[src/source/vec_pkg.sv]
`default_nettype none

package vec_pkg;

	//////////////////////////////////////////////////
	// Record sizing
	localparam int N_LANES = 8;                   // Entries per convoy
	localparam int IDX_W   = 3;                   // Record index width
	localparam int UOP_W   = 46;                  // Packed width of one decoded entry

	// Major opcodes of the vector extension
	localparam logic [6:0] OP_VEC_LOAD  = 7'b0000111;
	localparam logic [6:0] OP_VEC_STORE = 7'b0100111;
	localparam logic [6:0] OP_VEC_ARITH = 7'b1010111;

	// funct3 operand categories
	localparam logic [2:0] F3_OPIVV = 3'b000;     // vector-vector
	localparam logic [2:0] F3_OPMVV = 3'b010;     // vector-vector, mask/move group
	localparam logic [2:0] F3_OPIVI = 3'b011;     // vector-immediate
	localparam logic [2:0] F3_OPIVX = 3'b100;     // vector-scalar

	// Internal operation codes seen by the execution unit
	localparam logic [3:0] FN_ADD     = 4'd0;
	localparam logic [3:0] FN_SUB     = 4'd1;
	localparam logic [3:0] FN_AND     = 4'd2;
	localparam logic [3:0] FN_OR      = 4'd3;
	localparam logic [3:0] FN_XOR     = 4'd4;
	localparam logic [3:0] FN_SLL     = 4'd5;
	localparam logic [3:0] FN_SRL     = 4'd6;
	localparam logic [3:0] FN_MVXS    = 4'd7;
	localparam logic [3:0] FN_SLIDEDN = 4'd8;
	localparam logic [3:0] FN_NONE    = 4'd15;  // Unknown funct6

	// funct6 encodings
	localparam logic [5:0] F6_VADD     = 6'b000000;
	localparam logic [5:0] F6_VSUB     = 6'b000010;
	localparam logic [5:0] F6_VAND     = 6'b001001;
	localparam logic [5:0] F6_VOR      = 6'b001010;
	localparam logic [5:0] F6_VXOR     = 6'b001011;
	localparam logic [5:0] F6_VSLL     = 6'b100101;
	localparam logic [5:0] F6_VSRL     = 6'b101000;
	localparam logic [5:0] F6_VMVXS    = 6'b010000;  // OPMVV only
	localparam logic [5:0] F6_VSLIDEDN = 6'b001111;

	// ALU operand source
	localparam logic [1:0] SRC_VEC    = 2'b00;
	localparam logic [1:0] SRC_SCALAR = 2'b01;
	localparam logic [1:0] SRC_IMM    = 2'b11;

	// Load-store addressing mode
	localparam logic [1:0] LSU_UNIT    = 2'b00;
	localparam logic [1:0] LSU_STRIDED = 2'b01;
	localparam logic [1:0] LSU_INDEXED = 2'b11;

	// Convoy FSM states
	localparam logic [1:0] ST_IDLE    = 2'd0;
	localparam logic [1:0] ST_COLLECT = 2'd1;
	localparam logic [1:0] ST_ISSUE   = 2'd2;
	localparam logic [1:0] ST_DRAIN   = 2'd3;

	//////////////////////////////////////////////////
	// One instruction word, arithmetic and memory layouts
	typedef union packed {
		struct packed {
			logic [5:0] funct6;
			logic       vm;       // 0 = masked
			logic [4:0] vs2;
			logic [4:0] vs1;      // Also uimm5 / rs1
			logic [2:0] funct3;
			logic [4:0] vd;
			logic [6:0] opcode;
		} arith;
		struct packed {
			logic [2:0] nf;
			logic       mew;
			logic [1:0] mop;      // Addressing mode
			logic       vm;
			logic [4:0] rs2;      // Stride or index register
			logic [4:0] rs1;      // Base address register
			logic [2:0] width;
			logic [4:0] vd;       // vs3 for stores
			logic [6:0] opcode;
		} mem;
	} vec_inst_u;

endpackage

`default_nettype wire
[src/source/vec_uop_if.sv]
`timescale 1ns/10ps
`default_nettype none

// Decoded vector instruction, one entry wide
interface vec_uop_if;
	logic [4:0] vs1;
	logic [4:0] vs2;
	logic [4:0] vd;
	logic [4:0] rs1_idx;    // Scalar register indices
	logic [4:0] rs2_idx;
	logic [4:0] uimm5;
	logic [3:0] funct;
	logic [1:0] permute;    // Slide amount
	logic       mask_en;
	logic [1:0] alu_src;
	logic       dmr;        // Vector memory read
	logic       dmw;        // Vector memory write
	logic       reg_we;
	logic       mem_reg;    // Writeback from memory
	logic       xout;       // Scalar result
	logic [1:0] mode_lsu;

	modport src (output vs1, vs2, vd, rs1_idx, rs2_idx, uimm5, funct, permute,
		mask_en, alu_src, dmr, dmw, reg_we, mem_reg, xout, mode_lsu);
	modport dst (input vs1, vs2, vd, rs1_idx, rs2_idx, uimm5, funct, permute,
		mask_en, alu_src, dmr, dmw, reg_we, mem_reg, xout, mode_lsu);
endinterface

`default_nettype wire

[src/source/vec_top.sv]
`timescale 1ns/10ps
`default_nettype none

module vec_top (
	input  logic                      reset,                // Clock
	input  logic                      clk,                  // Async reset, active high
	input  logic                      Branch_Taken__EX_MEM,
	input  logic [31:0]               Instruction__IF_ID,
	input  logic [31:0]               rs1_data,
	input  logic [31:0]               rs2_data,
	input  logic                      freeze_vector_ops,
	input  logic                      exec_stall,
	input  logic                      exec_done,
	output logic                      v_stall,
	output logic                      freeze_x,
	output logic                      freeze_v,
	output logic                      freeze,               // Freeze scalar pipeline
	output logic [4:0]                rs1_sel,
	output logic [4:0]                rs2_sel,
	output logic                      i_start,
	output logic                      i_clear,
	output logic [vec_pkg::IDX_W-1:0] i_id,
	output logic [31:0]               i_rs1,
	output logic [31:0]               i_rs2,
	output logic [4:0]                i_vs1,
	output logic [4:0]                i_vs2,
	output logic [4:0]                i_vd,
	output logic [4:0]                i_uimm5,
	output logic [3:0]                i_funct,
	output logic [1:0]                i_permute,
	output logic                      i_mask_en,
	output logic [1:0]                i_alu_src,
	output logic                      i_dmr,
	output logic                      i_dmw,
	output logic                      i_reg_we,
	output logic                      i_mem_reg,
	output logic                      i_xout,
	output logic [1:0]                i_mode_lsu
);

	logic                      is_vec;
	logic                      rec_we;
	logic                      issue;
	logic                      flush;
	logic [vec_pkg::IDX_W-1:0] wr_idx;
	logic [vec_pkg::IDX_W-1:0] rd_idx;

	vec_uop_if dec_uop ();   // Decoder to record
	vec_uop_if rec_uop ();   // Record to dispatch

	assign freeze = freeze_x | freeze_v;

	//////////////////////////////////////////////////
	vec_decoder u_dec (.inst(Instruction__IF_ID), .is_vec(is_vec), .uop(dec_uop));

	inst_record u_rec (
		.reset(reset), .clk(clk), .rec_we(rec_we), .wr_idx(wr_idx), .rd_idx(rd_idx),
		.wr(dec_uop), .rd(rec_uop), .rs1_sel(rs1_sel), .rs2_sel(rs2_sel)
	);

	convoy_ctrl u_ctrl (
		.reset(reset), .clk(clk), .is_vec(is_vec), .branch_taken(Branch_Taken__EX_MEM),
		.freeze_vector_ops(freeze_vector_ops), .exec_stall(exec_stall),
		.exec_done(exec_done), .rec_we(rec_we), .wr_idx(wr_idx), .rd_idx(rd_idx),
		.issue(issue), .flush(flush), .v_stall(v_stall), .freeze_x(freeze_x),
		.freeze_v(freeze_v)
	);

	dispatch_stage u_disp (
		.reset(reset), .clk(clk), .issue(issue), .flush(flush), .rd_idx(rd_idx),
		.uop(rec_uop), .rs1_data(rs1_data), .rs2_data(rs2_data),
		.i_start(i_start), .i_clear(i_clear), .i_id(i_id), .i_rs1(i_rs1),
		.i_rs2(i_rs2), .i_vs1(i_vs1), .i_vs2(i_vs2), .i_vd(i_vd), .i_uimm5(i_uimm5),
		.i_funct(i_funct), .i_permute(i_permute), .i_mask_en(i_mask_en),
		.i_alu_src(i_alu_src), .i_dmr(i_dmr), .i_dmw(i_dmw), .i_reg_we(i_reg_we),
		.i_mem_reg(i_mem_reg), .i_xout(i_xout), .i_mode_lsu(i_mode_lsu)
	);

endmodule

`default_nettype wire

[src/source/dispatch_stage.sv]
`timescale 1ns/10ps
`default_nettype none

module dispatch_stage (
	input  logic                      reset,     // Clock
	input  logic                      clk,       // Async reset, active high
	input  logic                      issue,
	input  logic                      flush,
	input  logic [vec_pkg::IDX_W-1:0] rd_idx,
	vec_uop_if.dst                    uop,       // Entry at rd_idx
	input  logic [31:0]               rs1_data,  // Scalar operands
	input  logic [31:0]               rs2_data,
	output logic                      i_start,   // One pulse per issued entry
	output logic                      i_clear,   // Convoy released
	output logic [vec_pkg::IDX_W-1:0] i_id,
	output logic [31:0]               i_rs1,
	output logic [31:0]               i_rs2,
	output logic [4:0]                i_vs1,
	output logic [4:0]                i_vs2,
	output logic [4:0]                i_vd,
	output logic [4:0]                i_uimm5,
	output logic [3:0]                i_funct,
	output logic [1:0]                i_permute,
	output logic                      i_mask_en,
	output logic [1:0]                i_alu_src,
	output logic                      i_dmr,
	output logic                      i_dmw,
	output logic                      i_reg_we,
	output logic                      i_mem_reg,
	output logic                      i_xout,
	output logic [1:0]                i_mode_lsu
);

	//////////////////////////////////////////////////
	// Instruction port to the execution unit
	always_ff @(posedge reset or posedge clk) begin
		if (clk) begin
			i_start <= 1'b0;
			i_clear <= 1'b1;
			{i_id, i_rs1, i_rs2} <= '0;
			{i_vs1, i_vs2, i_vd, i_uimm5, i_funct, i_permute, i_mask_en, i_alu_src,
				i_dmr, i_dmw, i_reg_we, i_mem_reg, i_xout, i_mode_lsu} <= '0;
		end else if (flush) begin
			i_start <= 1'b0;
			i_clear <= 1'b1;      // Unit drops the whole convoy
			{i_id, i_rs1, i_rs2} <= '0;
			{i_vs1, i_vs2, i_vd, i_uimm5, i_funct, i_permute, i_mask_en, i_alu_src,
				i_dmr, i_dmw, i_reg_we, i_mem_reg, i_xout, i_mode_lsu} <= '0;
		end else if (issue) begin
			i_start <= 1'b1;
			i_clear <= 1'b0;
			i_id    <= rd_idx;
			i_rs1   <= rs1_data;  // Read through rs1_sel this cycle
			i_rs2   <= rs2_data;
			{i_vs1, i_vs2, i_vd, i_uimm5, i_funct, i_permute, i_mask_en, i_alu_src,
				i_dmr, i_dmw, i_reg_we, i_mem_reg, i_xout, i_mode_lsu} <=
				{uop.vs1, uop.vs2, uop.vd, uop.uimm5, uop.funct, uop.permute,
				uop.mask_en, uop.alu_src, uop.dmr, uop.dmw, uop.reg_we,
				uop.mem_reg, uop.xout, uop.mode_lsu};
		end else begin
			i_start <= 1'b0;      // Fields hold under stall
		end
	end

endmodule

`default_nettype wire

[src/source/convoy_ctrl.sv]
`timescale 1ns/10ps
`default_nettype none

module convoy_ctrl (
	input  logic                      reset,             // Clock
	input  logic                      clk,               // Async reset, active high
	input  logic                      is_vec,            // IF/ID word is vector
	input  logic                      branch_taken,      // EX/MEM
	input  logic                      freeze_vector_ops, // Hold, word ignored
	input  logic                      exec_stall,        // Back-pressure
	input  logic                      exec_done,
	output logic                      rec_we,
	output logic [vec_pkg::IDX_W-1:0] wr_idx,
	output logic [vec_pkg::IDX_W-1:0] rd_idx,
	output logic                      issue,
	output logic                      flush,
	output logic                      v_stall,           // Stall fetch
	output logic                      freeze_x,          // Ended by a scalar word
	output logic                      freeze_v           // Ended by a full record
);

	logic [1:0]                state;
	logic [vec_pkg::IDX_W:0]   cnt;       // Entries recorded, up to N_LANES
	logic [vec_pkg::IDX_W-1:0] ptr;       // Next entry to issue
	logic                      br_d;      // Branch of the previous cycle
	logic                      abort;
	logic                      take;      // Word of this cycle counts
	logic                      last_rec;
	logic                      last_iss;

	assign abort    = branch_taken | br_d;
	assign take     = ~freeze_vector_ops & ~abort;
	assign last_rec = (cnt == vec_pkg::N_LANES - 1);
	assign last_iss = ({1'b0, ptr} == cnt - 1'b1);

	//////////////////////////////////////////////////
	// Record and dispatch strobes
	assign rec_we = take & is_vec &
		(state == vec_pkg::ST_IDLE || state == vec_pkg::ST_COLLECT);
	assign wr_idx = cnt[vec_pkg::IDX_W-1:0];  // Zero while idle
	assign rd_idx = ptr;
	assign issue  = (state == vec_pkg::ST_ISSUE) & ~exec_stall & ~abort;

	// Release on done, abort on a branch from any busy state
	assign flush = (state != vec_pkg::ST_IDLE) &
		(abort | (state == vec_pkg::ST_DRAIN & exec_done));

	//////////////////////////////////////////////////
	// Convoy FSM
	always_ff @(posedge reset or posedge clk) begin
		if (clk) begin
			state    <= vec_pkg::ST_IDLE;
			cnt      <= '0;
			ptr      <= '0;
			br_d     <= 1'b0;
			v_stall  <= 1'b0;
			freeze_x <= 1'b0;
			freeze_v <= 1'b0;
		end else begin
			br_d <= branch_taken;
			if (flush) begin
				state    <= vec_pkg::ST_IDLE;  // Record emptied
				cnt      <= '0;
				ptr      <= '0;
				v_stall  <= 1'b0;
				freeze_x <= 1'b0;
				freeze_v <= 1'b0;
			end else begin
				case (state)
					vec_pkg::ST_IDLE: begin
						if (rec_we) begin         // Entry 0 written now
							state   <= vec_pkg::ST_COLLECT;
							cnt     <= cnt + 1'b1;
							v_stall <= 1'b1;
						end
					end
					vec_pkg::ST_COLLECT: begin
						if (take && !is_vec) begin
							freeze_x <= 1'b1;     // Scalar word ends the convoy
							state    <= vec_pkg::ST_ISSUE;
						end else if (take) begin
							cnt <= cnt + 1'b1;
							if (last_rec) begin
								freeze_v <= 1'b1; // Record full
								state    <= vec_pkg::ST_ISSUE;
							end
						end
					end
					vec_pkg::ST_ISSUE: begin
						if (issue) begin
							ptr <= ptr + 1'b1;
							if (last_iss)
								state <= vec_pkg::ST_DRAIN;
						end
					end
					default: ;  // Drain waits for exec_done through flush
				endcase
			end
		end
	end

endmodule

`default_nettype wire

[src/source/inst_record.sv]
`timescale 1ns/10ps
`default_nettype none

module inst_record (
	input  logic                      reset,   // Clock
	input  logic                      clk,     // Async reset, active high
	input  logic                      rec_we,
	input  logic [vec_pkg::IDX_W-1:0] wr_idx,
	input  logic [vec_pkg::IDX_W-1:0] rd_idx,
	vec_uop_if.dst                    wr,      // From the decoder
	vec_uop_if.src                    rd,      // Entry at rd_idx
	output logic [4:0]                rs1_sel, // To the scalar register file
	output logic [4:0]                rs2_sel
);

	logic [vec_pkg::UOP_W-1:0]   mem [vec_pkg::N_LANES];
	logic [vec_pkg::N_LANES-1:0] valid;         // Entries of the current convoy
	logic [vec_pkg::UOP_W-1:0]   wdata;
	logic [vec_pkg::UOP_W-1:0]   rdata;

	assign wdata = {wr.vs1, wr.vs2, wr.vd, wr.rs1_idx, wr.rs2_idx, wr.uimm5,
		wr.funct, wr.permute, wr.mask_en, wr.alu_src, wr.dmr, wr.dmw,
		wr.reg_we, wr.mem_reg, wr.xout, wr.mode_lsu};

	// Storage
	always_ff @(posedge reset) begin
		if (rec_we)
			mem[wr_idx] <= wdata;
	end

	// Entry 0 starts a new convoy, older entries drop out
	always_ff @(posedge reset or posedge clk) begin
		if (clk)
			valid <= '0;
		else if (rec_we)
			valid <= ((wr_idx == '0) ? '0 : valid) | (vec_pkg::N_LANES'(1) << wr_idx);
	end

	//////////////////////////////////////////////////
	// Read port, stale entries read as zero
	assign rdata = valid[rd_idx] ? mem[rd_idx] : '0;

	assign {rd.vs1, rd.vs2, rd.vd, rd.rs1_idx, rd.rs2_idx, rd.uimm5,
		rd.funct, rd.permute, rd.mask_en, rd.alu_src, rd.dmr, rd.dmw,
		rd.reg_we, rd.mem_reg, rd.xout, rd.mode_lsu} = rdata;

	assign rs1_sel = rd.rs1_idx;  // Operand data comes back the same cycle
	assign rs2_sel = rd.rs2_idx;

endmodule

`default_nettype wire

[src/source/vec_decoder.sv]
`timescale 1ns/10ps
`default_nettype none

module vec_decoder (
	input  logic [31:0] inst,    // IF/ID word
	output logic        is_vec,  // One of the three vector opcodes
	vec_uop_if.src      uop
);

	vec_pkg::vec_inst_u w;
	logic               is_arith;
	logic               is_load;
	logic               is_store;
	logic [3:0]         fn;      // funct6 mapped to internal code

	assign w        = inst;
	assign is_arith = (w.arith.opcode == vec_pkg::OP_VEC_ARITH);
	assign is_load  = (w.mem.opcode == vec_pkg::OP_VEC_LOAD);
	assign is_store = (w.mem.opcode == vec_pkg::OP_VEC_STORE);
	assign is_vec   = is_arith | is_load | is_store;

	//////////////////////////////////////////////////
	// Operation lookup
	always_comb begin
		case (w.arith.funct6)
			vec_pkg::F6_VADD:     fn = vec_pkg::FN_ADD;
			vec_pkg::F6_VSUB:     fn = vec_pkg::FN_SUB;
			vec_pkg::F6_VAND:     fn = vec_pkg::FN_AND;
			vec_pkg::F6_VOR:      fn = vec_pkg::FN_OR;
			vec_pkg::F6_VXOR:     fn = vec_pkg::FN_XOR;
			vec_pkg::F6_VSLL:     fn = vec_pkg::FN_SLL;
			vec_pkg::F6_VSRL:     fn = vec_pkg::FN_SRL;
			vec_pkg::F6_VSLIDEDN: fn = vec_pkg::FN_SLIDEDN;
			vec_pkg::F6_VMVXS:    fn = (w.arith.funct3 == vec_pkg::F3_OPMVV) ?
			                           vec_pkg::FN_MVXS : vec_pkg::FN_NONE;
			default:              fn = vec_pkg::FN_NONE;
		endcase
	end

	// Operand source
	always_comb begin
		if (is_load | is_store)
			uop.alu_src = vec_pkg::SRC_SCALAR;  // Memory ops add a scalar base
		else if (is_arith && w.arith.funct3 == vec_pkg::F3_OPIVX)
			uop.alu_src = vec_pkg::SRC_SCALAR;
		else if (is_arith && w.arith.funct3 == vec_pkg::F3_OPIVI)
			uop.alu_src = vec_pkg::SRC_IMM;
		else
			uop.alu_src = vec_pkg::SRC_VEC;   // OPIVV, OPMVV
	end

	// Addressing mode from mop
	always_comb begin
		if (!(is_load | is_store))
			uop.mode_lsu = vec_pkg::LSU_UNIT;
		else if (w.mem.mop == 2'b00)
			uop.mode_lsu = vec_pkg::LSU_UNIT;
		else if (w.mem.mop == 2'b10)
			uop.mode_lsu = vec_pkg::LSU_STRIDED;
		else
			uop.mode_lsu = vec_pkg::LSU_INDEXED;  // Ordered and unordered
	end

	//////////////////////////////////////////////////
	// Register fields
	assign uop.vs1     = is_arith ? w.arith.vs1 : 5'd0;
	assign uop.vs2     = w.arith.vs2;              // Same bits as rs2
	assign uop.vd      = w.arith.vd;
	assign uop.rs1_idx = w.mem.rs1;                // Same bits as vs1
	assign uop.rs2_idx = is_arith ? 5'd0 : w.mem.rs2;
	assign uop.uimm5   = is_arith ? w.arith.vs1 : 5'd0;
	assign uop.mask_en = ~w.arith.vm;

	// Control fields
	assign uop.funct   = is_arith ? fn : vec_pkg::FN_NONE;
	assign uop.permute = (is_arith && fn == vec_pkg::FN_SLIDEDN) ? w.arith.vs1[1:0] : 2'd0;
	assign uop.dmr     = is_load;
	assign uop.dmw     = is_store;
	assign uop.mem_reg = is_load;                  // Load data goes to the vector file
	assign uop.xout    = is_arith && fn == vec_pkg::FN_MVXS;
	assign uop.reg_we  = is_load |
		(is_arith && fn != vec_pkg::FN_NONE && fn != vec_pkg::FN_MVXS);

endmodule

`default_nettype wire

[config.mk]
export PLATFORM = sky130hd
export DESIGN_NAME = vec_top
export DESIGN_NICKNAME = d
export VERILOG_FILES = /design/src/source/vec_pkg.sv /design/src/source/vec_uop_if.sv /design/src/source/vec_top.sv /design/src/source/dispatch_stage.sv /design/src/source/convoy_ctrl.sv /design/src/source/inst_record.sv /design/src/source/vec_decoder.sv
export SDC_FILE = /design/constraint.sdc
export NUM_CORES = 1
export LEC_CHECK = 0
export BUFFER_PORTS_ARGS = -buffer_cell sky130_fd_sc_hd__buf_2
export CORE_ASPECT_RATIO = 1.2
export CORE_MARGIN = 5
export CORE_UTILIZATION = 26
export CTS_CLUSTER_DIAMETER = 200
export DETAILED_ROUTE_END_ITERATION = 7
export PLACE_DENSITY = 0.53
export SLEW_MARGIN = 0
export SYNTH_ARGS = -nofsm -noshare
export SYNTH_HDL_FRONTEND = slang
export SYNTH_SLANG_ARGS = --single-unit
[constraint.sdc]
create_clock -name reset -period 9.43 [get_ports reset]
set_input_delay 2.829 -clock reset [delete_from_list [all_inputs] [get_ports reset]]
set_output_delay 2.829 -clock reset [all_outputs]
set_load 0.03 [all_outputs]
# Word-level counts from Yosys, hierarchy flattened
# Memories as Yosys holds them, arrays and structs flattened.
# Index checks and enable logic that the tools add are counted.
[word_totals]
ff_bits = 126
ramBits = 368
out_inout_bits = 119
wordCells = 197
n_memories = 1
[mem_list]
columns = ["memory", "depth", "word_bits", "read_ports", "rd_ports_with_merged_regs", "wr", "line_no", "source"]
rows = [
  ["u_rec.mem", 8, 46, 1, 0, 1, "inst_record.sv:16", "logic [vec_pkg::UOP_W-1:0] mem [vec_pkg::N_LANES];"],
]
[op_classes]
add_sub_neg = 3
n_lt_le_gt_ge = 1
eq_ne = 32
shifts = 1
mux = 83
bitwise = 19
n_reduce_logical = 30
[op_table]
columns = ["op", "count"]
rows = [
  ["2-to-1 mux 32 bit", 4],
  ["2-to-1 mux 5 bit", 10],
  ["2-to-1 mux 46 bit", 1],
  ["2-to-1 mux 2 bit", 20],
  ["one-hot mux 4 bit (9 select lines)", 1],
  ["2-to-1 mux 4 bit", 8],
  ["2-to-1 mux 1 bit", 30],
  ["equality test 6 x 4 -> 1 bit (second input constant)", 4],
  ["nonzero test 2 bit", 9],
  ["2-to-1 mux 3 bit", 5],
  ["equality test 6 bit (second input constant)", 2],
  ["!= test 4 x 3 -> 1 bit (second input constant)", 3],
  ["!= test 3 bit (second input constant)", 3],
  ["equality test 4 x 3 -> 1 bit (second input constant)", 2],
  ["2-to-1 mux 8 bit", 1],
  ["OR 8 bit", 1],
  ["one-hot mux 4 bit (2 select lines)", 1],
  ["AND reduction 4 bit", 2],
  ["left shift 1 x 3 -> 8 bit (first input constant)", 1],
  ["bitwise AND 1 bit", 7],
  ["equality test 7 x 3 -> 1 bit (second input constant)", 1],
  ["equality test 7 x 6 -> 1 bit (second input constant)", 1],
  ["equality test 7 bit (second input constant)", 1],
  ["logical AND 1 bit", 7],
  ["other kinds (28)", 44],
]

# Longest topological paths before layout
# Gate-level depths: netlist of run 1.
[logic_depth]
ltp_word = 8
depth_mapped = 9

# Cells and area by module
# From an unflattened synthesis of run 1, not the netlist that was laid out.
[unflattened]
cells_unflattened = 1150
area_unflattened_um2 = 20191.9
[modules_own_cells]
columns = ["module", "n_inst", "cells_per_inst", "area_per_inst_um2", "seq_area_each_um2"]
rows = [
  ["inst_record", 1, 628, 14460.1, 11250.8],
  ["dispatch_stage", 1, 339, 4260.3, 2628.8],
  ["convoy_ctrl", 1, 86, 870.8, 325.3],
  ["vec_decoder", 1, 96, 594.3, 0.0],
  ["vec_top", 1, 1, 6.3, 0.0],
]

# Least setup slack after synthesis of run 1
# No wires, ideal clock.
[synth_timing]
path_type = "input-to-reg"
start = "input Instruction__IF_ID[4]"
end = "memory u_rec.mem[0][0] (netlist name), enable pin"
setup_time_ns = 0.487
arrival_ns = 6.674
setup_slack_ns = 2.269
path_stages = 5
path_buffers = 0
path_cell_list = "or2_1 a21oi_2 nor3b_2 nand2_1 nor3_1"
[synth_via]
elab_chain_cells = 7
elab_cells_between_ends = 9
cone_classes = "3 x eq/ne; 2 x mux; 4 x bitwise"
[synth_rtl]
columns = ["element", "line_no", "source"]
rows = [
  ["start: declaration", "vec_top.sv:8", "input logic [31:0] Instruction__IF_ID,"],
  ["equality test 7 bit or equality test 7 x 3 -> 1 bit (tied branches)", "vec_decoder.sv:17, vec_decoder.sv:18", ""],
  ["OR 1 bit", "vec_decoder.sv:20", "assign is_vec = is_arith | is_load | is_store;"],
  ["OR 1 bit (*)", "vec_decoder.sv:20", ""],
  ["bitwise AND 1 bit (*) (2 in a row)", "convoy_ctrl.sv:38", "assign rec_we = take & is_vec &"],
  ["2-to-1 mux 1 bit (*)", "inst_record.sv:27", "if (rec_we)"],
  ["2-to-1 mux 1 bit (implied by the code) (*)", "inst_record.sv:28", "mem[wr_idx] <= wdata;"],
  ["end: declaration", "inst_record.sv:16", ""],
]
# Every way passes the cells marked *; elsewhere a longest branch is shown, timed or not.

# Worst setup path after layout of run 1
[layout_timing]
start = "register u_ctrl.ptr, in the netlist u_ctrl.rd_idx[0]"
end = "output rs1_sel[0]"
[layout_via]
elab_chain_cells = 3
elab_cells_between_ends = 4
cone_classes = "3 x mux; 1 x memory"
[layout_rtl]
columns = ["element", "line_no", "source"]
rows = [
  ["start: declaration", "convoy_ctrl.sv:24", "logic [vec_pkg::IDX_W-1:0] ptr;"],
  ["start signal: assignment", "convoy_ctrl.sv:91", "ptr <= ptr + 1'b1;"],
  ["binary-select mux 1 bit (select 3 bit)", "inst_record.sv:41", "assign rdata = valid[rd_idx] ? mem[rd_idx] : '0;"],
  ["2-to-1 mux 1 bit (implied by the code)", "inst_record.sv:41", ""],
  ["2-to-1 mux 46 bit (*)", "inst_record.sv:41", ""],
  ["end: declaration", "vec_top.sv:18", "output logic [4:0] rs1_sel,"],
]
# Every way passes the cells marked *; elsewhere a longest branch is shown, timed or not. The select of a mux whose other input is x is not followed.

==> results.txt, run 1 <==
----------------------------------------------------
[Setup path]
  Highest fanout seen on the critical path ... 47
  Critical Path Max Stage Delay ... 980 ps
  Signal arrival time at the worst endpoint ... 3620 ps
  Crit-path cells ... buf_4 > mux4_2 > mux2i_1 > nor2_1 > buf_2
  Worst setup EP type ... output port
  Type of the setup path with the least slack ... reg2out
  Kind of start point of the critical path ... flip-flop
  Critical path data required time ... 6600 ps
  Register-to-Register Path Depth ... 7
  Worst-path cell with the longest stage delay ... sky130_fd_sc_hd__dfrtp_4

[Yosys]
  Warning count from the yosys run ... 0
  Simple-gate portion of the synthesized area ... 0.0704
  Post-synthesis share of cell area spent on full adders, half adders and majority gates ... 0.00930
  Count of mapped cells out of synthesis ... 1088
  Register bit count reported by yosys ... 440
  Synth Cell Area ... 17500 um2
  Post-synthesis average cell area ... 16.1 um2
  Count of flip-flops with a built-in enable after synthesis ... 320
  Number of library cell types mapped by synthesis ... 53
  Seq/Total Area, Yosys ... 0.721
  Syn_nets ... 1203
  Compound-Gate Fraction of Synth Area ... 0.0445
  Commonest register cell after synthesis ... sky130_fd_sc_hd__edfxtp_1
  Share of async-settable or async-resettable flops after synthesis ... 0.273
  Area share of xor/xnor cells in the synthesized design ... 0.00350
  Share of synthesized area spent on multiplexers ... 0.132
  Combinational family with the most area after synthesis ... multiplexers

[STA]
  Fin Clk Skew ... 25.6 ps
  Post-Route Setup TNS ... 0 ps
  Max Fclk ... 155 MHz
  Unrepaired setup endpoints after global routing ... no
  Number of hold violations in the final report ... 0
  Endpoints failing setup ... 0
  Number of max-slew violations in the final report ... 0
  Post-route clock period utilization ... 0.684
  Worst slew pin tran ... 1150 ps
  Slew Limit Headroom ... 0.228
  Shortest period the worst path allows ... 6450 ps

[Die]
  Die X ... 247 um
  Y dimension of the die ... 294 um
  Number of cell rows ... 104
  I/O pin cnt ... 221
  Core area ... 66900 um2
  Area enclosed by the die boundary ... 72600 um2
  Effective utilization at floorplan ... 0.262

[Detailed routing]
  Highest Signal Layer ... met4
  Total length of routed met3 wires ... 2510 um
  Count of routing violations after the opening detailed-route iteration ... 533
  Via count normalized by instance count ... 4.44
  Met2 Wirelength ... 20800 um
  Pre-Repair DR Iteration Count ... 5
  Overall routed net length ... 42700 um
  Antenna Violating Nets Remaining ... 0
  Via count ... 9957
  DRC errors left ... 0
  Routed metal-1 wirelength ... 18700 um
  Wire length per cell after detailed routing ... 19.0 um

[Place]
  I/O Buffers ... 220
  Standard cell area after detailed placement ... 19600 um2
  Total half-perimeter wirelength after legalization and detailed placement ... 25800 um
  Cell Count Post-Placement ... 2157
  Global placer's final weighted congestion ... 0.734

[Clock network]
  Clock insertion delay at the later pin of the skew report ... 590 ps
  Clock tree from TritonCTS ... built
  Number of H-tree branching levels ... 2
  Number of buffers added for setup after CTS ... 0
  Number of sinks on the clock net ... 440
  CTS Hold Bufs ... 0
  Clock buffers created by TritonCTS ... 46
  Number of instances resized during post-cts repair ... 0
  Clock edge transition at the registers on the reported setup and hold paths ... 60 ps
  Clk Tree Root Cell ... sky130_fd_sc_hd__clkbuf_16
  Largest buffer count on any clock path ... 3

[Min path]
  Min-Delay Path Class ... reg2reg
  Number of cells on the worst hold path ... 2

[Layout]
  Number of inserted filler cells in the final layout ... 6618
  Share of layout cells above drive strength 1 ... 0.306
  Number of standard cells in the final layout excluding fillers ... 2244
  Finished Cell Area ... 21200 um2
  Net count of the finished layout ... 1419
  P&R area growth vs syn ... 21.3%
  Flip-flop count of the largest register after layout ... 320

[Power]
  VDD IR max ... 0.113 mV
  Internal power contribution ... 3.36 mW
  Sw Pwr ... 1.14 mW
  Power per cell area ... 212 nW/um2
  Static power due to leakage ... 7.91 nW
  Share of power burned in the clock network ... 0.412
  Switching part of the total power ... 0.253
  Logic gate share of total power ... 0.110
  Flop pwr share ... 0.478
  Power after layout ... 4.49 mW

[GRT]
  Number of antenna violations at the first check in global routing ... 4
  Vias in the first global route ... 10.5k
  Total gr overflow ... 0
  Largest net degree at the start of global routing ... 77
  Wire length of the first global-routing pass ... 64400 um
  Total global-route track usage ... 0.116

[Run]
  Reported max-cap violation count ... 0

[Run status]
  Result of the run ... finished clean

----------------------------------------------------
[routing by layer]
metal | vias to the layer above | track usage
met1 | 5079 | 0.153
met2 | 285 | 0.196
li1 | 4531 | -
met5 | - | 0
met4 | 0 | 0.0278
met3 | 62 | 0.0251
[cells in the mapped netlist (3+ instances only)]
cell | n | area (um2)
sky130_fd_sc_hd__buf_1 | 4 | 15.0
sky130_fd_sc_hd__xor2_1 | 3 | 26.3
sky130_fd_sc_hd__xnor2_1 | 4 | 35.0
sky130_fd_sc_hd__edfxtp_1 | 320 | 9610
sky130_fd_sc_hd__buf_4 | 7 | 52.6
sky130_fd_sc_hd__o211ai_1 | 3 | 22.5
sky130_fd_sc_hd__dfrtp_1 | 119 | 2980
sky130_fd_sc_hd__nand3_1 | 5 | 25.0
sky130_fd_sc_hd__o21ai_0 | 4 | 20.0
sky130_fd_sc_hd__or3_1 | 4 | 25.0
sky130_fd_sc_hd__inv_1 | 11 | 41.3
sky130_fd_sc_hd__or2_1 | 4 | 25.0
sky130_fd_sc_hd__nor2_1 | 40 | 150
sky130_fd_sc_hd__clkbuf_1 | 46 | 173
sky130_fd_sc_hd__o21ai_1 | 35 | 175
sky130_fd_sc_hd__ha_1 | 13 | 163
sky130_fd_sc_hd__nor3_1 | 6 | 30.0
sky130_fd_sc_hd__mux4_2 | 82 | 1850
sky130_fd_sc_hd__nand2_1 | 185 | 694
sky130_fd_sc_hd__mux2i_1 | 44 | 440
sky130_fd_sc_hd__a21oi_1 | 77 | 385
sky130_fd_sc_hd__a22o_1 | 4 | 35.0
sky130_fd_sc_hd__buf_2 | 11 | 55.1
sky130_fd_sc_hd__and3b_1 | 3 | 26.3
sky130_fd_sc_hd__and2_1 | 16 | 100
[metrics by stage]
step                      hold slack, ps   util  setup slack (ps)
after floorplan                      430      -              2270
after global placement               447  0.294              3130
after detailed placement             452  0.294              3090
after CTS                            463  0.317              2760
after global routing                 476  0.317              2590
final                                456  0.317              2980
[layout make-up]
class | count | area, um2 | area share
sequential | 440 | 12600 | 0.595
multi-input combinational | 569 | 4630 | 0.218
clock buffer | 67 | 1310 | 0.0617
timing repair buffer | 236 | 1220 | 0.0576
tap | 901 | 1130 | 0.0531
clock inverter | 19 | 256 | 0.0121
inverter | 11 | 46.3 | 0.00218
antenna | 1 | 2.50 | 0.000118
[worst paths after layout]
kind                                               from                           end  slack, ps
setup reg to reg            u_ctrl.state[1]$_DFFE_PP0P_     u_rec.mem[0][6]$_DFFE_PP_       5900
max in group asynchronous                           clk  u_disp.i_mask_en$_DFFE_PP0P_       5710
min in group asynchronous                           clk    u_disp.i_vd[3]$_DFFE_PP0P_       2300
hold reg to reg              u_disp.i_clear$_DFFE_PP1P_    u_disp.i_clear$_DFFE_PP1P_        460
hold / removal               u_disp.i_clear$_DFFE_PP1P_    u_disp.i_clear$_DFFE_PP1P_        460
setup / recovery           u_ctrl.rd_idx[0]$_DFFE_PP0P_                    rs1_sel[0]       2980
[critical path, delay by kind of cell (launching register included)]
kind	cells	cell delay, ps
simple gates	1	130
mux	2	730
buf+inv	2	1160
flops	1	980
[placed cells by master, fill, tap and decap left out, types with 3 or more instances in the layout]
cell	instances
sky130_fd_sc_hd__or2_1	4
sky130_fd_sc_hd__o211ai_1	3
sky130_fd_sc_hd__clkbuf_1	13
sky130_fd_sc_hd__inv_1	10
sky130_fd_sc_hd__dfrtp_1	116
sky130_fd_sc_hd__nand3_1	5
sky130_fd_sc_hd__clkinv_4	3
sky130_fd_sc_hd__o21ai_1	35
sky130_fd_sc_hd__buf_2	220
sky130_fd_sc_hd__o21ai_0	4
sky130_fd_sc_hd__xnor2_1	4
sky130_fd_sc_hd__xor2_1	3
sky130_fd_sc_hd__clkinv_1	3
sky130_fd_sc_hd__buf_4	16
sky130_fd_sc_hd__edfxtp_1	320
sky130_fd_sc_hd__a22o_1	4
sky130_fd_sc_hd__nor3_1	4
sky130_fd_sc_hd__inv_6	4
sky130_fd_sc_hd__ha_1	13
sky130_fd_sc_hd__bufinv_16	4
sky130_fd_sc_hd__nor2_1	32
sky130_fd_sc_hd__mux2i_1	43
sky130_fd_sc_hd__nor2_4	8
sky130_fd_sc_hd__or3_1	4
sky130_fd_sc_hd__clkbuf_8	8
sky130_fd_sc_hd__a21oi_1	77
sky130_fd_sc_hd__dfrtp_4	3
sky130_fd_sc_hd__and3b_1	3
sky130_fd_sc_hd__mux4_2	82
sky130_fd_sc_hd__nand2_1	185
sky130_fd_sc_hd__clkbuf_16	46
sky130_fd_sc_hd__and2_1	16
[power groups by stage]
| stage | Sequential, mW | Clock [mW] | Combinational (mW) |
|---|---|---|---|
| after floorplan | 2.21 | 0 | 0.317 |
| after global placement | 2.19 | 0 | 0.496 |
| after detailed placement | 2.19 | 0 | 0.503 |
| after CTS | 2.15 | 1.91 | 0.504 |
| after global routing | 2.16 | 1.99 | 0.546 |
| final | 2.15 | 1.85 | 0.493 |
[cell families (layout without fill, tap and decap cells)]
kind of cell,Yosys count,count (layout)
adders and majority gates,13,13
xor gates and xnor gates,7,7
DFF,440,440
other,0,1
muxes,128,128
AOI/OAI and AO/OA,139,139
and+or+nand+nor,282,282
buffers and inverters,79,333
(Power assumes the default switching activity.)
==> run 2: changes to the inputs <==
--- a/config.mk
+++ b/config.mk
@@ -11,7 +11,7 @@
 export CORE_UTILIZATION = 26
 export CTS_CLUSTER_DIAMETER = 200
 export DETAILED_ROUTE_END_ITERATION = 7
-export PLACE_DENSITY = 0.53
+export PLACE_DENSITY = 0.55
 export SLEW_MARGIN = 0
 export SYNTH_ARGS = -nofsm -noshare
 export SYNTH_HDL_FRONTEND = slang
==> constraint.sdc (replaced) <==
create_clock -name reset -period 5.2 [get_ports reset]
set_input_delay 1.56 -clock reset [delete_from_list [all_inputs] [get_ports reset]]
set_output_delay 1.56 -clock reset [all_outputs]
set_load 0.03 [all_outputs]
==> run 2 against run 1 <==
Clock skew up 24 ps. Die area unchanged. Register-to-register slack worse by 3800 ps. Sequential share of layout area down 0.47 points. Hold slack better by 3.1 ps. Final cell count up 0.58%. Largest power group unchanged.
==> results.txt, run 2 (same netlist as run 1, synthesis figures left out) <==
----------------------------------------------------
[Clock network]
  Clock insertion delay at the later pin of the skew report ... 610 ps (+20 ps)
  CTS Hold Bufs ... 0 (unchanged)
  Clock edge transition at the registers on the reported setup and hold paths ... 60 ps (about the same)
  Number of instances resized during post-cts repair ... 0 (unchanged)
  Number of buffers added for setup after CTS ... 0 (unchanged)
  Clock buffers created by TritonCTS ... 48 (+4.3%)
  Number of H-tree branching levels ... 2 (unchanged)
  Clock tree from TritonCTS ... built
  Largest buffer count on any clock path ... 3 (unchanged)
  Clk Tree Root Cell ... sky130_fd_sc_hd__clkbuf_16
  Number of sinks on the clock net ... 440 (unchanged)

[Detailed routing]
  Wire length per cell after detailed routing ... 19.1 um (+0.22%)
  Via count normalized by instance count ... 4.43 (-0.16%)
  Pre-Repair DR Iteration Count ... 5 (unchanged)
  Antenna Violating Nets Remaining ... 0 (unchanged)
  Via count ... 9999 (+0.42%)
  Overall routed net length ... 43100 um (+0.80%)
  DRC errors left ... 0 (unchanged)
  Count of routing violations after the opening detailed-route iteration ... 566 (+6.2%)

[Die]
  Effective utilization at floorplan ... 0.262 (unchanged)
  Number of cell rows ... 104 (unchanged)
  I/O pin cnt ... 221 (unchanged)
  Area enclosed by the die boundary ... 72600 um2 (unchanged)
  Core area ... 66900 um2 (unchanged)
  Y dimension of the die ... 294 um (unchanged)
  Die X ... 247 um (unchanged)

[Min path]
  Min-Delay Path Class ... reg2reg

[GRT]
  GR Layer Usage met2 ... 0.204 (+0.00769)
  Wire length of the first global-routing pass ... 65400 um (+1.5%)
  Number of antenna violations at the first check in global routing ... 4 (unchanged)
  Global routing's busiest layer ... met2
  Largest net degree at the start of global routing ... 73 (-5.2%)
  Met3 demand-to-capacity share in global routing ... 0.0230 (-0.00209)
  Total gr overflow ... 0 (unchanged)
  Total global-route track usage ... 0.116 (+0.000729)
  Vias in the first global route ... 10.6k (+1.3%)
  Met1 usage ... 0.147 (-0.00519)

[Layout]
  Share of layout cells above drive strength 1 ... 0.310 (+0.00370)
  Most common library cell in the layout ignoring fill and taps ... sky130_fd_sc_hd__edfxtp_1
  Net count of the finished layout ... 1432 (+0.92%)
  P&R area growth vs syn ... 22.2%
  Flip-flop count of the largest register after layout ... 320 (unchanged)
  Top library cells by usage in the layout, fill and taps aside ... sky130_fd_sc_hd__edfxtp_1, sky130_fd_sc_hd__buf_2, sky130_fd_sc_hd__nand2_1

[Power]
  Power per cell area ... 379 nW/um2 (+79%)
  VDD IR max ... 0.214 mV (+90%)
  Static power due to leakage ... 7.98 nW (+0.78%)

[STA]
  Max Fclk ... 226 MHz
  Unrepaired setup endpoints after global routing ... no
  Fin Clk Skew ... 49.7 ps (+24.1 ps)
  Slew Limit Headroom ... 0.334 (+0.106)
  Number of max-slew violations in the final report ... 0 (unchanged)
  Endpoints failing setup ... 0 (unchanged)
  Shortest period the worst path allows ... 4430 ps
  Post-route clock period utilization ... 0.852
  Worst slew pin tran ... 997 ps (-157 ps)
  Final-layout worst hold slack ... 459 ps (+3.14 ps)
  Post-Route Setup TNS ... 0 ps (unchanged)
  Number of hold violations in the final report ... 0 (unchanged)

[Setup path]
  Worst setup EP type ... output port
  Signal arrival time at the worst endpoint ... 2870 ps (-750 ps)
  Kind of start point of the critical path ... flip-flop
  Type of the setup path with the least slack ... reg2out
  Critical path data required time ... 3640 ps (-2960 ps)
  Highest fanout seen on the critical path ... 38 (-19%)

[Run]
  Reported max-cap violation count ... 0 (unchanged)

[Run status]
  Result of the run ... finished clean

[Place]
  I/O Buffers ... 220 (unchanged)
  Global placer's final weighted congestion ... 0.767 (+4.5%)
  Total half-perimeter wirelength after legalization and detailed placement ... 27200 um (+5.5%)

----------------------------------------------------
[run 2: cell types whose count changed in the layout (fill, tap and decap cells not counted), moves of 2 or more]
cell                        change
sky130_fd_sc_hd__nor3_2         -2
sky130_fd_sc_hd__nor3_4         +2
sky130_fd_sc_hd__clkinv_4       -2
sky130_fd_sc_hd__clkbuf_16      +3
sky130_fd_sc_hd__buf_4          +3
sky130_fd_sc_hd__buf_12         +8
sky130_fd_sc_hd__bufinv_16      -3
sky130_fd_sc_hd__clkinv_2       +4
sky130_fd_sc_hd__clkbuf_8       -5
sky130_fd_sc_hd__clkinv_16      +2
sky130_fd_sc_hd__clkinv_1       +6
[run 2: critical path: stages (launching register included)]
cell and delay [ps]:
sky130_fd_sc_hd__dfrtp_4 910, sky130_fd_sc_hd__buf_4 370, sky130_fd_sc_hd__mux4_2 530, sky130_fd_sc_hd__mux2i_1 180, sky130_fd_sc_hd__nor2_1 90, sky130_fd_sc_hd__buf_2 180
[run 2: layout make-up]
cell class,count,area [um2]
multi-input combinational,569,4640
antenna,1,2.50
tap,901,1130
timing repair buffer,247,1400
clock buffer,64,1310
clock inverter,24,225
sequential,440,12600
inverter,11,46.3
fill,6632,45500
[run 2: path summary, 6_finish.rpt]
kind / end / cells past startpoint / slack [ps] / start
setup reg to reg: u_disp.i_uimm5[4]$_DFFE_PP0P_ / 6 / 2140 / u_ctrl.state[0]$_DFFE_PP0P_
setup / recovery: rs1_sel[0] / 5 / 770 / u_ctrl.rd_idx[0]$_DFFE_PP0P_
hold reg to reg: u_disp.i_clear$_DFFE_PP1P_ / 2 / 460 / u_disp.i_clear$_DFFE_PP1P_
max in group asynchronous: u_disp.i_start$_DFF_PP0_ / 3 / 3190 / clk
min in group asynchronous: u_disp.i_rs2[31]$_DFFE_PP0P_ / 2 / 1080 / clk
hold / removal: u_disp.i_clear$_DFFE_PP1P_ / 2 / 460 / u_disp.i_clear$_DFFE_PP1P_
[run 2: power breakdown]
group / switching (mW) / leakage, nW / total (mW) / internal (mW)
logic: 0.608 / 2.42 / 0.919 / 0.311
clock network: 1.43 / 0.739 / 3.28 / 1.85
registers: 0.0881 / 4.82 / 3.90 / 3.81
[run 2: metal layers]
layer	routed length, um	vias to the layer above
met1	18000	5109
li1	-	4549
met4	1070	2
met5	11	-
met3	2300	68
met2	21600	271
[run 2: per-stage QoR]
step / instance area (um2) / setup WS [ps] / utilization / power, mW / instances
CTS: 21400 / 625 / 0.320 / 8.24 / 2256
floorplan: 17500 / 377 / - / 4.58 / 1088
finish: 21400 / 769 / 0.320 / 8.10 / 2257
detailed placement: 19800 / 905 / 0.297 / 4.91 / 2168
global route: 21400 / 525 / 0.320 / 8.47 / 2257
global placement: 19800 / 972 / 0.297 / 4.90 / 2168
==> run 3: changes to the inputs <==
--- a/config.mk
+++ b/config.mk
@@ -7,7 +7,7 @@
 export LEC_CHECK = 0
 export BUFFER_PORTS_ARGS = -buffer_cell sky130_fd_sc_hd__buf_2
 export CORE_ASPECT_RATIO = 1.2
-export CORE_MARGIN = 5
+export CORE_MARGIN = 10
 export CORE_UTILIZATION = 26
 export CTS_CLUSTER_DIAMETER = 200
 export DETAILED_ROUTE_END_ITERATION = 7
==> constraint.sdc (replaced) <==
create_clock -name reset -period 5.2 [get_ports reset]
set_input_delay 0.78 -clock reset [delete_from_list [all_inputs] [get_ports reset]]
set_output_delay 0.78 -clock reset [all_outputs]
set_load 0.03 [all_outputs]
==> run 3 against run 2 <==
Global-route usage down 0.58 points. Sequential share of layout area up 0.12 points. Clock-buffer cell count down 1. Die area up 7.6%. First-iteration DRC count down 1.9%. Total power up 1.5%. Clock skew down 19 ps. Critical path depth down 1. Combinational power down 1%. Flip-flop and latch count unchanged. Final cell count down 0.35%. Critical path type unchanged.
==> results.txt, run 3 (same netlist as run 1, synthesis figures left out) <==
----------------------------------------------------
[Run status]
  Result of the run ... finished clean

[Clock network]
  Number of instances resized during post-cts repair ... 0 (unchanged)
  Number of sinks on the clock net ... 440 (unchanged)
  Clock edge transition at the registers on the reported setup and hold paths ... 60 ps (about the same)
  Clk Tree Root Cell ... sky130_fd_sc_hd__clkbuf_16
  Clock tree from TritonCTS ... built
  Clock insertion delay at the later pin of the skew report ... 600 ps (about the same)
  CTS Hold Bufs ... 0 (unchanged)
  Number of H-tree branching levels ... 2 (unchanged)
  Clock buffers created by TritonCTS ... 47 (-2.1%)
  Largest buffer count on any clock path ... 3 (unchanged)
  Number of buffers added for setup after CTS ... 0 (unchanged)

[STA]
  Post-route clock period utilization ... 0.782 (-0.0697)
  Post-Route Setup TNS ... 0 ps (unchanged)
  Final worst slack ... 1130 ps (+363 ps)
  Endpoints failing setup ... 0 (unchanged)
  Worst slew pin tran ... 1070 ps (+72.3 ps)
  Number of max-slew violations in the final report ... 0 (unchanged)
  Max Fclk ... 246 MHz (+8.9%)
  Final-layout worst hold slack ... 378 ps (-81.6 ps)
  Slew Limit Headroom ... 0.282 (-0.0521)
  Shortest period the worst path allows ... 4070 ps (-363 ps)
  Number of hold violations in the final report ... 0 (unchanged)
  Unrepaired setup endpoints after global routing ... no
  Fin Clk Skew ... 30.3 ps (-19.4 ps)

[Place]
  Global placer's final weighted congestion ... 0.807 (+5.3%)
  Standard cell area after detailed placement ... 19700 um2 (-0.64%)
  Total half-perimeter wirelength after legalization and detailed placement ... 28400 um (+4.2%)
  I/O Buffers ... 220 (unchanged)
  Post-placement worst setup slack ... 1190 ps (+290 ps)
  Cell Count Post-Placement ... 2161 (-0.32%)

[Power]
  Static power due to leakage ... 7.98 nW (+0.10%)
  Power after layout ... 8.23 mW (+1.5%)
  VDD IR max ... 0.235 mV (+9.9%)
  Power per cell area ... 386 nW/um2 (+1.8%)

[Layout]
  Number of inserted filler cells in the final layout ... 6625 (-0.11%)
  Number of standard cells in the final layout excluding fillers ... 2249 (-0.35%)
  Share of layout cells above drive strength 1 ... 0.314 (+0.00384)
  Most common library cell in the layout ignoring fill and taps ... sky130_fd_sc_hd__edfxtp_1
  Top library cells by usage in the layout, fill and taps aside ... sky130_fd_sc_hd__edfxtp_1, sky130_fd_sc_hd__buf_2, sky130_fd_sc_hd__nand2_1
  P&R area growth vs syn ... 22.0%
  Utilization after layout ... 0.319 (-0.000673)
  Flip-flop count of the largest register after layout ... 320 (unchanged)
  Multi-input combinational cell area ... 4630 um2 (-0.27%)
  Finished Cell Area ... 21300 um2 (-0.21%)
  Net count of the finished layout ... 1424 (-0.56%)
  Total area of sequential cells ... 12600 um2 (unchanged)
  Final antenna diode count ... 0 (-1)

[Setup path]
  Crit-path cells ... mux4_2 > mux2i_2 > nor2_1 > buf_2
  Type of the setup path with the least slack ... reg2out
  Critical Path Max Stage Delay ... 790 ps (-120 ps)
  Cell family with the largest share of critical-path delay ... multiplexers
  Highest fanout seen on the critical path ... 29 (-24%)
  Kind of start point of the critical path ... flip-flop
  Worst Path Buf+Inv ... 1 (-1)
  Worst-path cell with the longest stage delay ... sky130_fd_sc_hd__dfrtp_4
  Critical path data required time ... 4420 ps (+780 ps)
  Signal arrival time at the worst endpoint ... 3290 ps (+420 ps)
  Worst setup EP type ... output port

[Die]
  Y dimension of the die ... 304 um (+3.4%)
  I/O pin cnt ... 221 (unchanged)
  Number of cell rows ... 104 (unchanged)
  Area enclosed by the die boundary ... 78100 um2 (+7.6%)
  Effective utilization at floorplan ... 0.262 (unchanged)
  Core area ... 66900 um2 (unchanged)
  Die X ... 257 um (+4.1%)

[GRT]
  Vias in the first global route ... 10.5k (-0.74%)
  Number of antenna violations at the first check in global routing ... 3 (-1)
  Largest net degree at the start of global routing ... 85 (+16%)
  Total gr overflow ... 0 (unchanged)
  Total global-route track usage ... 0.111 (-0.00579)
  Wire length of the first global-routing pass ... 67100 um (+2.5%)

[Detailed routing]
  Wire length per cell after detailed routing ... 19.5 um (+2.2%)
  Pre-Repair DR Iteration Count ... 5 (unchanged)
  Overall routed net length ... 43900 um (+1.9%)
  Count of routing violations after the opening detailed-route iteration ... 555 (-1.9%)
  Via count ... 9933 (-0.66%)
  Via count normalized by instance count ... 4.42 (-0.31%)
  DRC errors left ... 0 (unchanged)
  Antenna Violating Nets Remaining ... 0 (unchanged)

[Run]
  Reported max-cap violation count ... 0 (unchanged)

[Min path]
  Min-Delay Path Class ... in2async

----------------------------------------------------
[run 3: cell types whose count changed in the layout (fill, tap and decap cells not counted), moves of 2 or more]
cell,before,now
sky130_fd_sc_hd__bufinv_16,1,4
sky130_fd_sc_hd__nor3_4,2,0
sky130_fd_sc_hd__nor3_2,0,2
sky130_fd_sc_hd__buf_4,19,17
sky130_fd_sc_hd__clkbuf_8,3,7
sky130_fd_sc_hd__buf_12,8,3
sky130_fd_sc_hd__clkinv_1,9,3
sky130_fd_sc_hd__clkbuf_1,12,8
sky130_fd_sc_hd__clkinv_2,6,11
[run 3: power breakdown]
part / switching (mW) / leakage (nW) / internal, mW / total [mW]
logic: 0.605 / 2.37 / 0.302 / 0.907
registers: 0.0754 / 4.82 / 3.82 / 3.89
clock network: 1.41 / 0.794 / 2.01 / 3.43
[run 3: worst paths after layout]
| path | start | end | slack, ps | cells after the start |
|---|---|---|---|---|
| hold reg to reg | u_rec.valid[0]$_DFFE_PP0P_ | u_rec.valid[0]$_DFFE_PP0P_ | 470 | 1 |
| max in group asynchronous | clk | u_disp.i_rs2[3]$_DFFE_PP0P_ | 3750 | 3 |
| setup / recovery | u_ctrl.rd_idx[0]$_DFFE_PP0P_ | rs1_sel[0] | 1130 | 4 |
| min in group reset | Branch_Taken__EX_MEM | u_ctrl.br_d$_DFF_PP0_ | 410 | 1 |
| setup reg to reg | u_ctrl.rd_idx[0]$_DFFE_PP0P_ | u_disp.i_dmw$_DFFE_PP0P_ | 1860 | 4 |
| hold / removal | clk | u_disp.i_rs1[14]$_DFFE_PP0P_ | 380 | 2 |
[run 3: cell type report]
cell class,count,area share
sequential,440,0.592
multi-input combinational,569,0.217
clock buffer,63,0.0622
timing repair buffer,240,0.0604
tap,901,0.0528
clock inverter,25,0.0138
inverter,11,0.00217
[run 3: metal layers]
layer  up-vias  global-route usage  share of wire
li1       4537                   -              -
met5         -                   0        0.00030
met1      5056               0.141           0.43
met2       279               0.185           0.49
met3        59              0.0292          0.059
met4         2              0.0273          0.018
